$ cat config.mk
export PLATFORM = sky130hd
export DESIGN_NAME = div_unit
export DESIGN_NICKNAME = d
export VERILOG_FILES = /design/src/design/div_pkg.sv /design/src/design/div_stage_if.sv /design/src/design/div_prep.sv /design/src/design/div_qsel.sv /design/src/design/div_iter.sv /design/src/design/div_step_counter.sv /design/src/design/div_ctrl.sv /design/src/design/div_post.sv /design/src/design/div_unit.sv
export SDC_FILE = /design/constraint.sdc
export NUM_CORES = 2
export LEC_CHECK = 0
export BUFFER_PORTS_ARGS = -buffer_cell sky130_fd_sc_hd__buf_4
export CORE_UTILIZATION = 30
export CTS_BUF_LIST = sky130_fd_sc_hd__clkbuf_8
export DETAILED_ROUTE_END_ITERATION = 10
export PLACE_DENSITY_LB_ADDON = 0.15
export SYNTH_ARGS = -nofsm -noshare
export SYNTH_HDL_FRONTEND = slang
export SYNTH_SLANG_ARGS = --single-unit
$ cat constraint.sdc
create_clock -name clk -period 7.3 [get_ports clk]
set_clock_uncertainty 0.15 [all_clocks]
set_input_delay 0 -clock clk [delete_from_list [all_inputs] [get_ports clk]]
set_output_delay 0 -clock clk [all_outputs]
set_load 0.05 [all_outputs]
$ cat src/design/div_pkg.sv
package div_pkg;

    localparam int XLEN = 32;
    localparam int ITERS = XLEN / 2;
    localparam int LZC_W = 5;
    localparam int ROB_LO_W = 16; // widest index body accepted by rob_younger.

    typedef logic [XLEN-1:0] word_t;
    typedef logic [2*XLEN:0] pa_t; // top bit is the sign.
    typedef logic [LZC_W-1:0] lzc_t;
    typedef logic [4:0] step_t;

    typedef enum logic [1:0] {
        OP_DIV  = 2'b00,
        OP_DIVU = 2'b01,
        OP_REM  = 2'b10,
        OP_REMU = 2'b11
    } div_op_e;

    typedef enum logic [2:0] {
        DIG_NEG2 = 3'b110,
        DIG_NEG1 = 3'b111,
        DIG_ZERO = 3'b000,
        DIG_POS1 = 3'b001,
        DIG_POS2 = 3'b010
    } digit_e;

    // true when index a is younger than index b.
    function automatic logic rob_younger(input logic a_ph, input logic [ROB_LO_W-1:0] a_lo,
                                         input logic b_ph, input logic [ROB_LO_W-1:0] b_lo);
        return (a_ph == b_ph) ? (a_lo > b_lo) : (a_lo < b_lo);
    endfunction

endpackage

$ cat src/design/div_stage_if.sv
`timescale 1ns/100ps

interface div_stage_if #(
    parameter int ROB_W = 6,
    parameter int PREG_W = 6
);
    div_pkg::pa_t pa;
    div_pkg::word_t b;
    div_pkg::lzc_t lzc;
    logic sext;
    logic rem;
    logic zero;
    logic ov;
    logic ha; // dividend sign.
    logic hb; // divisor sign.
    div_pkg::word_t src1;
    div_pkg::word_t q_pos;
    div_pkg::word_t q_neg;
    logic [PREG_W-1:0] rd;
    logic we;
    logic [ROB_W-1:0] rob_idx;

    modport src (output pa, b, lzc, sext, rem, zero, ov, ha, hb, src1, q_pos, q_neg,
                 rd, we, rob_idx);
    modport dst (input pa, b, lzc, sext, rem, zero, ov, ha, hb, src1, q_pos, q_neg,
                 rd, we, rob_idx);
endinterface

$ cat src/design/div_prep.sv
`timescale 1ns/100ps

module div_prep #(
    parameter int ROB_W = 6,
    parameter int PREG_W = 6
) (
    input div_pkg::div_op_e op_i,
    input div_pkg::word_t rs1_i,
    input div_pkg::word_t rs2_i,
    input logic [PREG_W-1:0] rd_i,
    input logic we_i,
    input logic [ROB_W-1:0] rob_idx_i,
    div_stage_if.src out
);
    logic sext;
    div_pkg::word_t abs_a;
    div_pkg::word_t abs_b;
    div_pkg::lzc_t lzc;
    logic found;

    assign sext = (op_i == div_pkg::OP_DIV) || (op_i == div_pkg::OP_REM);
    assign abs_a = (sext && rs1_i[div_pkg::XLEN-1]) ? -rs1_i : rs1_i;
    assign abs_b = (sext && rs2_i[div_pkg::XLEN-1]) ? -rs2_i : rs2_i;

    // the first set bit from the top decides the normalization shift.
    always_comb begin
        lzc = '0;
        found = 1'b0;
        for (int i = div_pkg::XLEN - 1; i >= 0; i--) begin
            if (!found && abs_b[i]) begin
                found = 1'b1;
                lzc = div_pkg::lzc_t'(div_pkg::XLEN - 1 - i);
            end
        end
    end

    assign out.pa = div_pkg::pa_t'(abs_a) << lzc;
    assign out.b = abs_b << lzc;
    assign out.lzc = lzc;
    assign out.sext = sext;
    assign out.rem = (op_i == div_pkg::OP_REM) || (op_i == div_pkg::OP_REMU);
    assign out.zero = (rs2_i == '0);
    assign out.ov = sext && (rs1_i == 32'h8000_0000) && (rs2_i == 32'hffff_ffff);
    assign out.ha = rs1_i[div_pkg::XLEN-1];
    assign out.hb = rs2_i[div_pkg::XLEN-1];
    assign out.src1 = rs1_i;
    assign out.q_pos = '0;
    assign out.q_neg = '0;
    assign out.rd = rd_i;
    assign out.we = we_i;
    assign out.rob_idx = rob_idx_i;

endmodule

$ cat src/design/div_qsel.sv
`timescale 1ns/100ps

module div_qsel (
    input logic [3:0] b_i,
    input logic signed [5:0] p_i,
    output div_pkg::digit_e q_o
);
    // lowest partial remainder that selects -1, 0, +1 and +2.
    logic signed [5:0] t_neg1;
    logic signed [5:0] t_zero;
    logic signed [5:0] t_pos1;
    logic signed [5:0] t_pos2;

    always_comb begin
        case (b_i)
            4'b1001: {t_neg1, t_zero, t_pos1, t_pos2} = {-6'sd7, -6'sd2, 6'sd3, 6'sd7};
            4'b1010: {t_neg1, t_zero, t_pos1, t_pos2} = {-6'sd8, -6'sd2, 6'sd3, 6'sd8};
            4'b1011: {t_neg1, t_zero, t_pos1, t_pos2} = {-6'sd8, -6'sd2, 6'sd3, 6'sd9};
            4'b1100: {t_neg1, t_zero, t_pos1, t_pos2} = {-6'sd9, -6'sd3, 6'sd4, 6'sd10};
            4'b1101: {t_neg1, t_zero, t_pos1, t_pos2} = {-6'sd10, -6'sd3, 6'sd4, 6'sd10};
            4'b1110: {t_neg1, t_zero, t_pos1, t_pos2} = {-6'sd10, -6'sd3, 6'sd4, 6'sd11};
            4'b1111: {t_neg1, t_zero, t_pos1, t_pos2} = {-6'sd11, -6'sd3, 6'sd5, 6'sd12};
            default: {t_neg1, t_zero, t_pos1, t_pos2} = {-6'sd6, -6'sd2, 6'sd2, 6'sd6};
        endcase
    end

    // the overlap regions of the table are resolved toward the smaller digit.
    always_comb begin
        if (p_i >= t_pos2) begin
            q_o = div_pkg::DIG_POS2;
        end else if (p_i >= t_pos1) begin
            q_o = div_pkg::DIG_POS1;
        end else if (p_i >= t_zero) begin
            q_o = div_pkg::DIG_ZERO;
        end else if (p_i >= t_neg1) begin
            q_o = div_pkg::DIG_NEG1;
        end else begin
            q_o = div_pkg::DIG_NEG2;
        end
    end

endmodule

$ cat src/design/div_iter.sv
`timescale 1ns/100ps

module div_iter #(
    parameter int ROB_W = 6,
    parameter int PREG_W = 6
) (
    input logic clk,
    input logic rst,
    input logic load_i,
    input logic step_i,
    input div_pkg::step_t pos_i,
    div_stage_if.dst in,
    div_stage_if.src out
);
    div_pkg::pa_t pa, pa_shift, pa_n;
    div_pkg::pa_t b_1x; // divisor aligned to the remainder.
    div_pkg::word_t b;
    div_pkg::word_t q_pos, q_neg, weight;
    div_pkg::lzc_t lzc;
    div_pkg::word_t src1;
    div_pkg::digit_e dig;
    logic sext, rem, zero, ov, ha, hb, we;
    logic [PREG_W-1:0] rd;
    logic [ROB_W-1:0] rob_idx;

    div_qsel qsel_i (
        .b_i(b[div_pkg::XLEN-1 -: 4]),
        .p_i(pa[2*div_pkg::XLEN -: 6]),
        .q_o(dig)
    );

    assign pa_shift = pa << 2;
    assign b_1x = {1'b0, b, {div_pkg::XLEN{1'b0}}};
    assign weight = div_pkg::word_t'(1) << {pos_i, 1'b0};

    always_comb begin
        case (dig)
            div_pkg::DIG_NEG2: pa_n = pa_shift + (b_1x << 1);
            div_pkg::DIG_NEG1: pa_n = pa_shift + b_1x;
            div_pkg::DIG_POS1: pa_n = pa_shift - b_1x;
            div_pkg::DIG_POS2: pa_n = pa_shift - (b_1x << 1);
            default: pa_n = pa_shift;
        endcase
    end

    always_ff @(posedge clk or posedge rst) begin
        if (rst) begin
            {sext, rem, zero, ov, we} <= '0;
        end else if (load_i) begin
            {sext, rem, zero, ov, we} <= {in.sext, in.rem, in.zero, in.ov, in.we};
        end
    end

    always_ff @(posedge clk) begin
        if (load_i) begin
            pa <= in.pa;
            b <= in.b;
            lzc <= in.lzc;
            q_pos <= in.q_pos;
            q_neg <= in.q_neg;
            {ha, hb} <= {in.ha, in.hb};
            src1 <= in.src1;
            rd <= in.rd;
            rob_idx <= in.rob_idx;
        end else if (step_i) begin
            pa <= pa_n;
            if (dig == div_pkg::DIG_POS1 || dig == div_pkg::DIG_POS2) begin
                q_pos <= q_pos + ((dig == div_pkg::DIG_POS2) ? weight << 1 : weight);
            end
            if (dig == div_pkg::DIG_NEG1 || dig == div_pkg::DIG_NEG2) begin
                q_neg <= q_neg + ((dig == div_pkg::DIG_NEG2) ? weight << 1 : weight);
            end
        end
    end

    assign out.pa = pa;
    assign out.b = b;
    assign out.lzc = lzc;
    assign out.sext = sext;
    assign out.rem = rem;
    assign out.zero = zero;
    assign out.ov = ov;
    assign out.ha = ha;
    assign out.hb = hb;
    assign out.src1 = src1;
    assign out.q_pos = q_pos;
    assign out.q_neg = q_neg;
    assign out.rd = rd;
    assign out.we = we;
    assign out.rob_idx = rob_idx;

endmodule

$ cat src/design/div_step_counter.sv
`timescale 1ns/100ps

module div_step_counter (
    input logic clk,
    input logic rst,
    input logic load_i,
    input logic step_i,
    output div_pkg::step_t pos_o,
    output logic last_o
);
    div_pkg::step_t cnt; // iterations still to run.

    always_ff @(posedge clk or posedge rst) begin
        if (rst) begin
            cnt <= '0;
        end else if (load_i) begin
            cnt <= div_pkg::step_t'(div_pkg::ITERS);
        end else if (step_i && cnt != '0) begin
            cnt <= cnt - 1'b1;
        end
    end

    assign pos_o = cnt - 1'b1; // the first step weights the top digit pair.
    assign last_o = (cnt == div_pkg::step_t'(1));

endmodule

$ cat src/design/div_ctrl.sv
`timescale 1ns/100ps

module div_ctrl #(
    parameter int ROB_W = 6
) (
    input logic clk,
    input logic rst,
    input logic en_i,
    input logic [ROB_W-1:0] rob_idx_i,
    input logic redirect_i,
    input logic [ROB_W-1:0] redirect_idx_i,
    input logic last_i,
    output logic load_o,
    output logic step_o,
    output logic ready_o,
    output logic wakeup_o,
    output logic finish_o
);
    typedef enum logic {ST_IDLE, ST_BUSY} state_e;

    state_e state;
    logic [ROB_W-1:0] tag;
    logic flush;

    assign load_o = en_i && ready_o;
    assign step_o = (state == ST_BUSY);
    assign flush = step_o && redirect_i && div_pkg::rob_younger(
        tag[ROB_W-1], div_pkg::ROB_LO_W'(tag[ROB_W-2:0]),
        redirect_idx_i[ROB_W-1], div_pkg::ROB_LO_W'(redirect_idx_i[ROB_W-2:0]));

    always_ff @(posedge clk or posedge rst) begin
        if (rst) begin
            state <= ST_IDLE;
            ready_o <= 1'b1;
            finish_o <= 1'b0;
            tag <= '0;
        end else begin
            finish_o <= 1'b0;
            if (load_o) begin
                state <= ST_BUSY;
                ready_o <= 1'b0;
                tag <= rob_idx_i;
            end else if (flush) begin
                state <= ST_IDLE; // killed, so no finish pulse.
                ready_o <= 1'b1;
            end else if (step_o && last_i) begin
                state <= ST_IDLE;
                ready_o <= 1'b1;
                finish_o <= 1'b1;
            end
        end
    end

    assign wakeup_o = finish_o;

endmodule

$ cat src/design/div_post.sv
`timescale 1ns/100ps

module div_post #(
    parameter int ROB_W = 6,
    parameter int PREG_W = 6
) (
    input logic clk,
    input logic rst,
    input logic finish_i,
    div_stage_if.dst in,
    input logic redirect_i,
    input logic [ROB_W-1:0] redirect_idx_i,
    output logic wb_en_o,
    output logic wb_we_o,
    output logic [PREG_W-1:0] wb_rd_o,
    output logic [ROB_W-1:0] wb_rob_idx_o,
    output div_pkg::word_t wb_res_o
);
    localparam int XLEN = div_pkg::XLEN;

    div_pkg::pa_t pa_fix;
    div_pkg::word_t q_neg_fix, q_p, q_n, q, r_mag, r, res;
    logic en_q, kill_in, kill_out;

    // one add-back step when the last remainder went negative.
    assign pa_fix = (in.pa[2*XLEN] ? in.pa + {1'b0, in.b, {XLEN{1'b0}}} : in.pa) >> in.lzc;
    assign q_neg_fix = in.pa[2*XLEN] ? in.q_neg + 1'b1 : in.q_neg;
    assign q_p = (in.sext && (in.ha ^ in.hb)) ? q_neg_fix : in.q_pos;
    assign q_n = (in.sext && (in.ha ^ in.hb)) ? in.q_pos : q_neg_fix;
    assign r_mag = pa_fix[2*XLEN-1 -: XLEN];

    assign q = in.zero ? '1 : in.ov ? in.src1 : q_p - q_n;
    assign r = in.zero ? in.src1 : in.ov ? '0 : (in.sext && in.ha) ? -r_mag : r_mag;
    assign res = in.rem ? r : q;

    assign kill_in = redirect_i && div_pkg::rob_younger(
        in.rob_idx[ROB_W-1], div_pkg::ROB_LO_W'(in.rob_idx[ROB_W-2:0]),
        redirect_idx_i[ROB_W-1], div_pkg::ROB_LO_W'(redirect_idx_i[ROB_W-2:0]));
    assign kill_out = redirect_i && div_pkg::rob_younger(
        wb_rob_idx_o[ROB_W-1], div_pkg::ROB_LO_W'(wb_rob_idx_o[ROB_W-2:0]),
        redirect_idx_i[ROB_W-1], div_pkg::ROB_LO_W'(redirect_idx_i[ROB_W-2:0]));

    always_ff @(posedge clk or posedge rst) begin
        if (rst) begin
            en_q <= 1'b0;
        end else begin
            en_q <= finish_i && !kill_in;
        end
    end

    always_ff @(posedge clk) begin
        wb_res_o <= res;
        wb_we_o <= in.we;
        wb_rd_o <= in.rd;
        wb_rob_idx_o <= in.rob_idx;
    end

    assign wb_en_o = en_q && !kill_out; // a redirect in the output cycle still kills it.

endmodule

$ cat src/design/div_unit.sv
`timescale 1ns/100ps

module div_unit #(
    parameter int ROB_W = 6,
    parameter int PREG_W = 6
) (
    input logic clk,
    input logic rst,
    input logic en_i,
    input div_pkg::div_op_e op_i,
    input div_pkg::word_t rs1_i,
    input div_pkg::word_t rs2_i,
    input logic [PREG_W-1:0] rd_i,
    input logic we_i,
    input logic [ROB_W-1:0] rob_idx_i,
    input logic redirect_i,
    input logic [ROB_W-1:0] redirect_idx_i,
    output logic ready_o,
    output logic wakeup_o,
    output logic [PREG_W-1:0] wakeup_rd_o,
    output logic wakeup_we_o,
    output logic wb_en_o,
    output logic wb_we_o,
    output logic [PREG_W-1:0] wb_rd_o,
    output logic [ROB_W-1:0] wb_rob_idx_o,
    output div_pkg::word_t wb_res_o
);
    logic load, step, last, finish;
    div_pkg::step_t pos;

    div_stage_if #(.ROB_W(ROB_W), .PREG_W(PREG_W)) prep_bus ();
    div_stage_if #(.ROB_W(ROB_W), .PREG_W(PREG_W)) iter_bus ();

    div_prep #(.ROB_W(ROB_W), .PREG_W(PREG_W)) prep_i (
        .op_i(op_i), .rs1_i(rs1_i), .rs2_i(rs2_i), .rd_i(rd_i), .we_i(we_i),
        .rob_idx_i(rob_idx_i), .out(prep_bus.src)
    );

    div_iter #(.ROB_W(ROB_W), .PREG_W(PREG_W)) iter_i (
        .clk(clk), .rst(rst), .load_i(load), .step_i(step), .pos_i(pos),
        .in(prep_bus.dst), .out(iter_bus.src)
    );

    div_step_counter counter_i (
        .clk(clk), .rst(rst), .load_i(load), .step_i(step), .pos_o(pos), .last_o(last)
    );

    div_ctrl #(.ROB_W(ROB_W)) ctrl_i (
        .clk(clk), .rst(rst), .en_i(en_i), .rob_idx_i(rob_idx_i), .redirect_i(redirect_i),
        .redirect_idx_i(redirect_idx_i), .last_i(last), .load_o(load), .step_o(step),
        .ready_o(ready_o), .wakeup_o(wakeup_o), .finish_o(finish)
    );

    div_post #(.ROB_W(ROB_W), .PREG_W(PREG_W)) post_i (
        .clk(clk), .rst(rst), .finish_i(finish), .in(iter_bus.dst),
        .redirect_i(redirect_i), .redirect_idx_i(redirect_idx_i), .wb_en_o(wb_en_o),
        .wb_we_o(wb_we_o), .wb_rd_o(wb_rd_o), .wb_rob_idx_o(wb_rob_idx_o),
        .wb_res_o(wb_res_o)
    );

    // the iteration registers still hold the finished tag during the wakeup cycle.
    assign wakeup_rd_o = iter_bus.rd;
    assign wakeup_we_o = iter_bus.we;

endmodule

==> out/qor.csv <==
stage,metric,value,unit
sta,"Slew Viols, Final",0,
final_layout,"Design Area, Final",0.0375,sq mm
placement,Placed Instance Area,0.0350,sq mm
clock_network,Post-CTS Setup Inserts,0,
global_route,gr ovfl total,0,
placement,IO buf count,143,
routing,DR DRC count,0,
synthesis,sequential element share of the synthesized area,22.1,%
clock_network,Clock Pin Slew Worst Setup and Hold Paths,0.07,ns
synthesis,Post-synth top flop,edfxtp_1,
worst_setup_path,CP Class,reg -> reg,
clock_network,CTS H-tree depth,2,
routing,Routed WL per cell,22.7,microns
floorplanning,Die ar.,0.109,sq mm
floorplanning,core area,0.106,sq mm
sta,Slew @ Worst Pin,1.10,ns
placement,Routability Congestion,0.942,
pwr,combinational share of power,74.7,%
final_layout,area grow syn2layout,16.6,%
clock_network,Clock Sinks,276,
pwr,NetSw,0.0107,W
sta,Max transition margin,24.8,%
global_route,largest net degree at the start of global routing,72,
routing,drt initial violations,3020,
worst_setup_path,Reg2Reg Launch Point,iter_i.out.pa[32],
routing,Pre-antenna DRT Iters,6,
worst_setup_path,Critical Path End Type,flip-flop,
worst_setup_path,CP max FO,6,
floorplanning,# rows,119,
pwr,power density over cell area,523,mW/mm^2
global_route,initial antenna violation count,10,
synthesis,post-synthesis cell area,0.0322,sq mm
pwr,P_leak,15.3,nW
run,MaxCap Viol Count,0,
synthesis,main combinational cell family by area after synthesis,compound AO/OA/AOI/OAI gates,
routing,via count,33951,
worst_setup_path,CP startpoint,iter_i.out.pa[32],
floorplanning,die width,329,microns
floorplanning,Die Height,329,microns
synthesis,Avg Inst Size Synth,7.50,sq um
global_route,Tot GR Track Use,24.2,%
sta,RSZ-0062 raised after global routing,no,
pwr,Sw Share,54.3,%
synthesis,Synth Area in Adders,9.24,%
clock_network,Root Driver,clkbuf_8,
hold_path,Hold Path Class,in -> reg,
worst_setup_path,crit path launch type,flip-flop,
worst_setup_path,CP Data Required Time,7.59,ns
sta,Fin. Hold Viols,0,
clock_network,CTS tree,done,
synthesis,Synth Register Bits,276,
sta,endpoints failing setup,0,
sta,fin crit period,6.90,ns
synthesis,complex-gate fraction of the synthesized area,26.6,%
synthesis,Post-Syn Nets,4614,
sta,Final Cycle Share,94.5,%
global_route,first-pass GRT wire length,202000,microns
final_layout,Finished Core Util,35.4,%
synthesis,mux contribution to synthesized area,5.61,%
pwr,Int Power,0.00896,W
synthesis,Post-synth ARST share,7.25,%
synthesis,"EDFF count, synth",147,
synthesis,post-synthesis cell type count,99,
sta,Fmax,0.145,GHz
pwr,Sequential Power Share,15.4,%
placement,detailed placement HPWL,106000,microns
floorplanning,num ports,144,
outcome,status,completed,
clock_network,TritonCTS Buffers,55,
worst_setup_path,arrival time at the worst endpoint,7.19,ns
routing,Antenna Violating Nets Remaining,0,
synthesis,Syn Inst Count,4291,
synthesis,synth warn,0,
final_layout,final net count,4815,
pwr,worst ir drop on vdd,0.211,mV
routing,DR vias/cell,5.72,
synthesis,XOR/XNOR share of the synthesized area,8.74,%
floorplanning,Initial Utilization,30.4,%
hold_path,hold_sp,rs1_i[20],
routing,WL final,135000,microns
synthesis,Simple-Gate Fraction of Synth Area,23.4,%
global_route,number of global-route vias before repair,32135,
final_layout,"commonest non-fill, non-tap cell in the layout",nand2_1,
sta,TNS Setup,0,ns
final_layout,ratio of cells with drive above 1 in the final layout,10.4,%
clock_network,Clock Latency Late Sink,0.73,ns
clock_network,clock tree buffer depth,3,
final_layout,most frequent cells in the layout,"nand2_1, nor2_1, a21oi_1, o21ai_0, buf_4",
pwr,clock share of power,10.0,%
[timing repair]
action                                 CTS  global route
resized for setup                        0            15
endpoints found under the hold margin  109             0
setup endpoints to repair                0            16
hold buffers                           112             0
[registers in the layout (all words and copies together) (netlist names), 5 cells and up]
| name | flops |
|---|---|
| iter_i.out.src1 | 31 |
| iter_i.out.b | 32 |
| iter_i.out.pa | 65 |
| iter_i.out.rd | 6 |
| post_i.wb_rd_o | 6 |
| counter_i.cnt | 5 |
| iter_i.out.q_neg | 32 |
| iter_i.out.q_pos | 32 |
| iter_i.out.lzc | 5 |
| iter_i.out.rob_idx | 6 |
| ctrl_i.tag | 6 |
| post_i.wb_rob_idx_o | 6 |
| post_i.wb_res_o | 32 |
[critical path, cell delays in order, from the launching register on]
cell	delay [ns]
edfxtp_1	0.39
ha_1	0.32
fa_1	0.46
a211oi_1	0.28
buf_4	0.17
o211ai_1	0.11
a21boi_1	0.31
o31ai_1	0.22
o2111a_1	0.32
o31ai_1	0.43
a211oi_1	0.19
nor4_1	0.41
buf_4	0.19
nor2_1	0.06
a211oi_1	0.26
a21oi_1	0.10
inv_1	0.13
ha_1	0.18
o211ai_1	0.13
nor4b_1	0.91
and3_1	0.42
o21a_1	0.17
o2111ai_1	0.30
[kinds of logic after synthesis]
logic type	after synthesis
buffers and inverters	339
adder cells (fa/ha/maj)	234
AND/OR/NAND/NOR	1642
AO/OA/AOI/OAI	1318
XOR/XNOR	321
multiplexers	161
flip-flops	276
[cells in the mapped netlist, drive strengths merged, types with 32 or more instances]
library cell	count	area (sq um)
and3	50	313
or3	44	275
a21oi	349	1750
a211oi	76	571
nand2	595	2230
a31oi	70	438
nand4	40	250
o211ai	33	248
and2	47	294
edfxtp	147	4410
xnor2	176	1540
dfxtp	109	2180
xor2	145	1270
o221ai	39	342
mux2i	124	1240
buf	53	304
a21o	62	465
ha	228	2850
o31ai	36	270
o21a	50	375
nand3	129	646
o22ai	32	200
nor2	454	1700
o21ai	303	1520
nor2b	34	213
clkbuf	183	687
nor3	118	591
inv	101	387
nand2b	42	263
[power groups by stage]
stage,clock [W],sequential [W],combinational (W)
floorplan,0,0.00314,0.00959
global placement,0,0.00303,0.0144
detailed placement,0,0.00303,0.0143
CTS,0.00200,0.00300,0.0144
global route,0.00207,0.00307,0.0159
finish,0.00195,0.00302,0.0147
[per-stage QoR]
| stage | instances | hold slack, ns | total power [W] | setup slack, ns |
|---|---|---|---|---|
| floorplan | 4291 | -0.187 | 0.0127 | 0.579 |
| global placement | 5714 | -0.0206 | 0.0174 | 0.152 |
| detailed placement | 5714 | -0.0190 | 0.0173 | 0.126 |
| CTS | 5930 | 0.00247 | 0.0195 | 0.0816 |
| global route | 5931 | 0.0495 | 0.0210 | 0.0135 |
| finish | 5932 | 0.0609 | 0.0196 | 0.401 |
[layout make-up]
cell class,instances,area (sq um)
clock inverters,42,460
inverters,103,402
repair buffers,380,3150
well taps,1391,1740
flip-flops and latches,276,7100
fillers,11236,68400
clock buffers,62,853
diodes,2,5.00
multi-input cells,3676,23800
[layer usage]
| layer | global-route usage [%] | part of all wire (%) | vias up |
|---|---|---|---|
| met5 | 0 | 0.020 | - |
| met4 | 8.67 | 3.6 | 4 |
| met3 | 2.81 | 6.3 | 238 |
| met2 | 37.9 | 44 | 1223 |
| met1 | 34.1 | 46 | 16244 |
| li1 | - | - | 16242 |
[path summary, 6_finish.rpt]
| check | end | slack (ns) | depth (start not counted) |
|---|---|---|---|
| max | post_i.wb_res_o[30] | 0.40 | 22 |
| min | iter_i.out.src1[20] | 0.06 | 2 |
| max reg2reg | post_i.wb_res_o[30] | 0.40 | 22 |
| min reg2reg | post_i.wb_rd_o[3] | 0.22 | 0 |
| max in group asynchronous | iter_i.out.ov | 6.27 | 5 |
| min in group asynchronous | ctrl_i.tag[3] | 0.34 | 5 |
(Power assumes the default switching activity.)
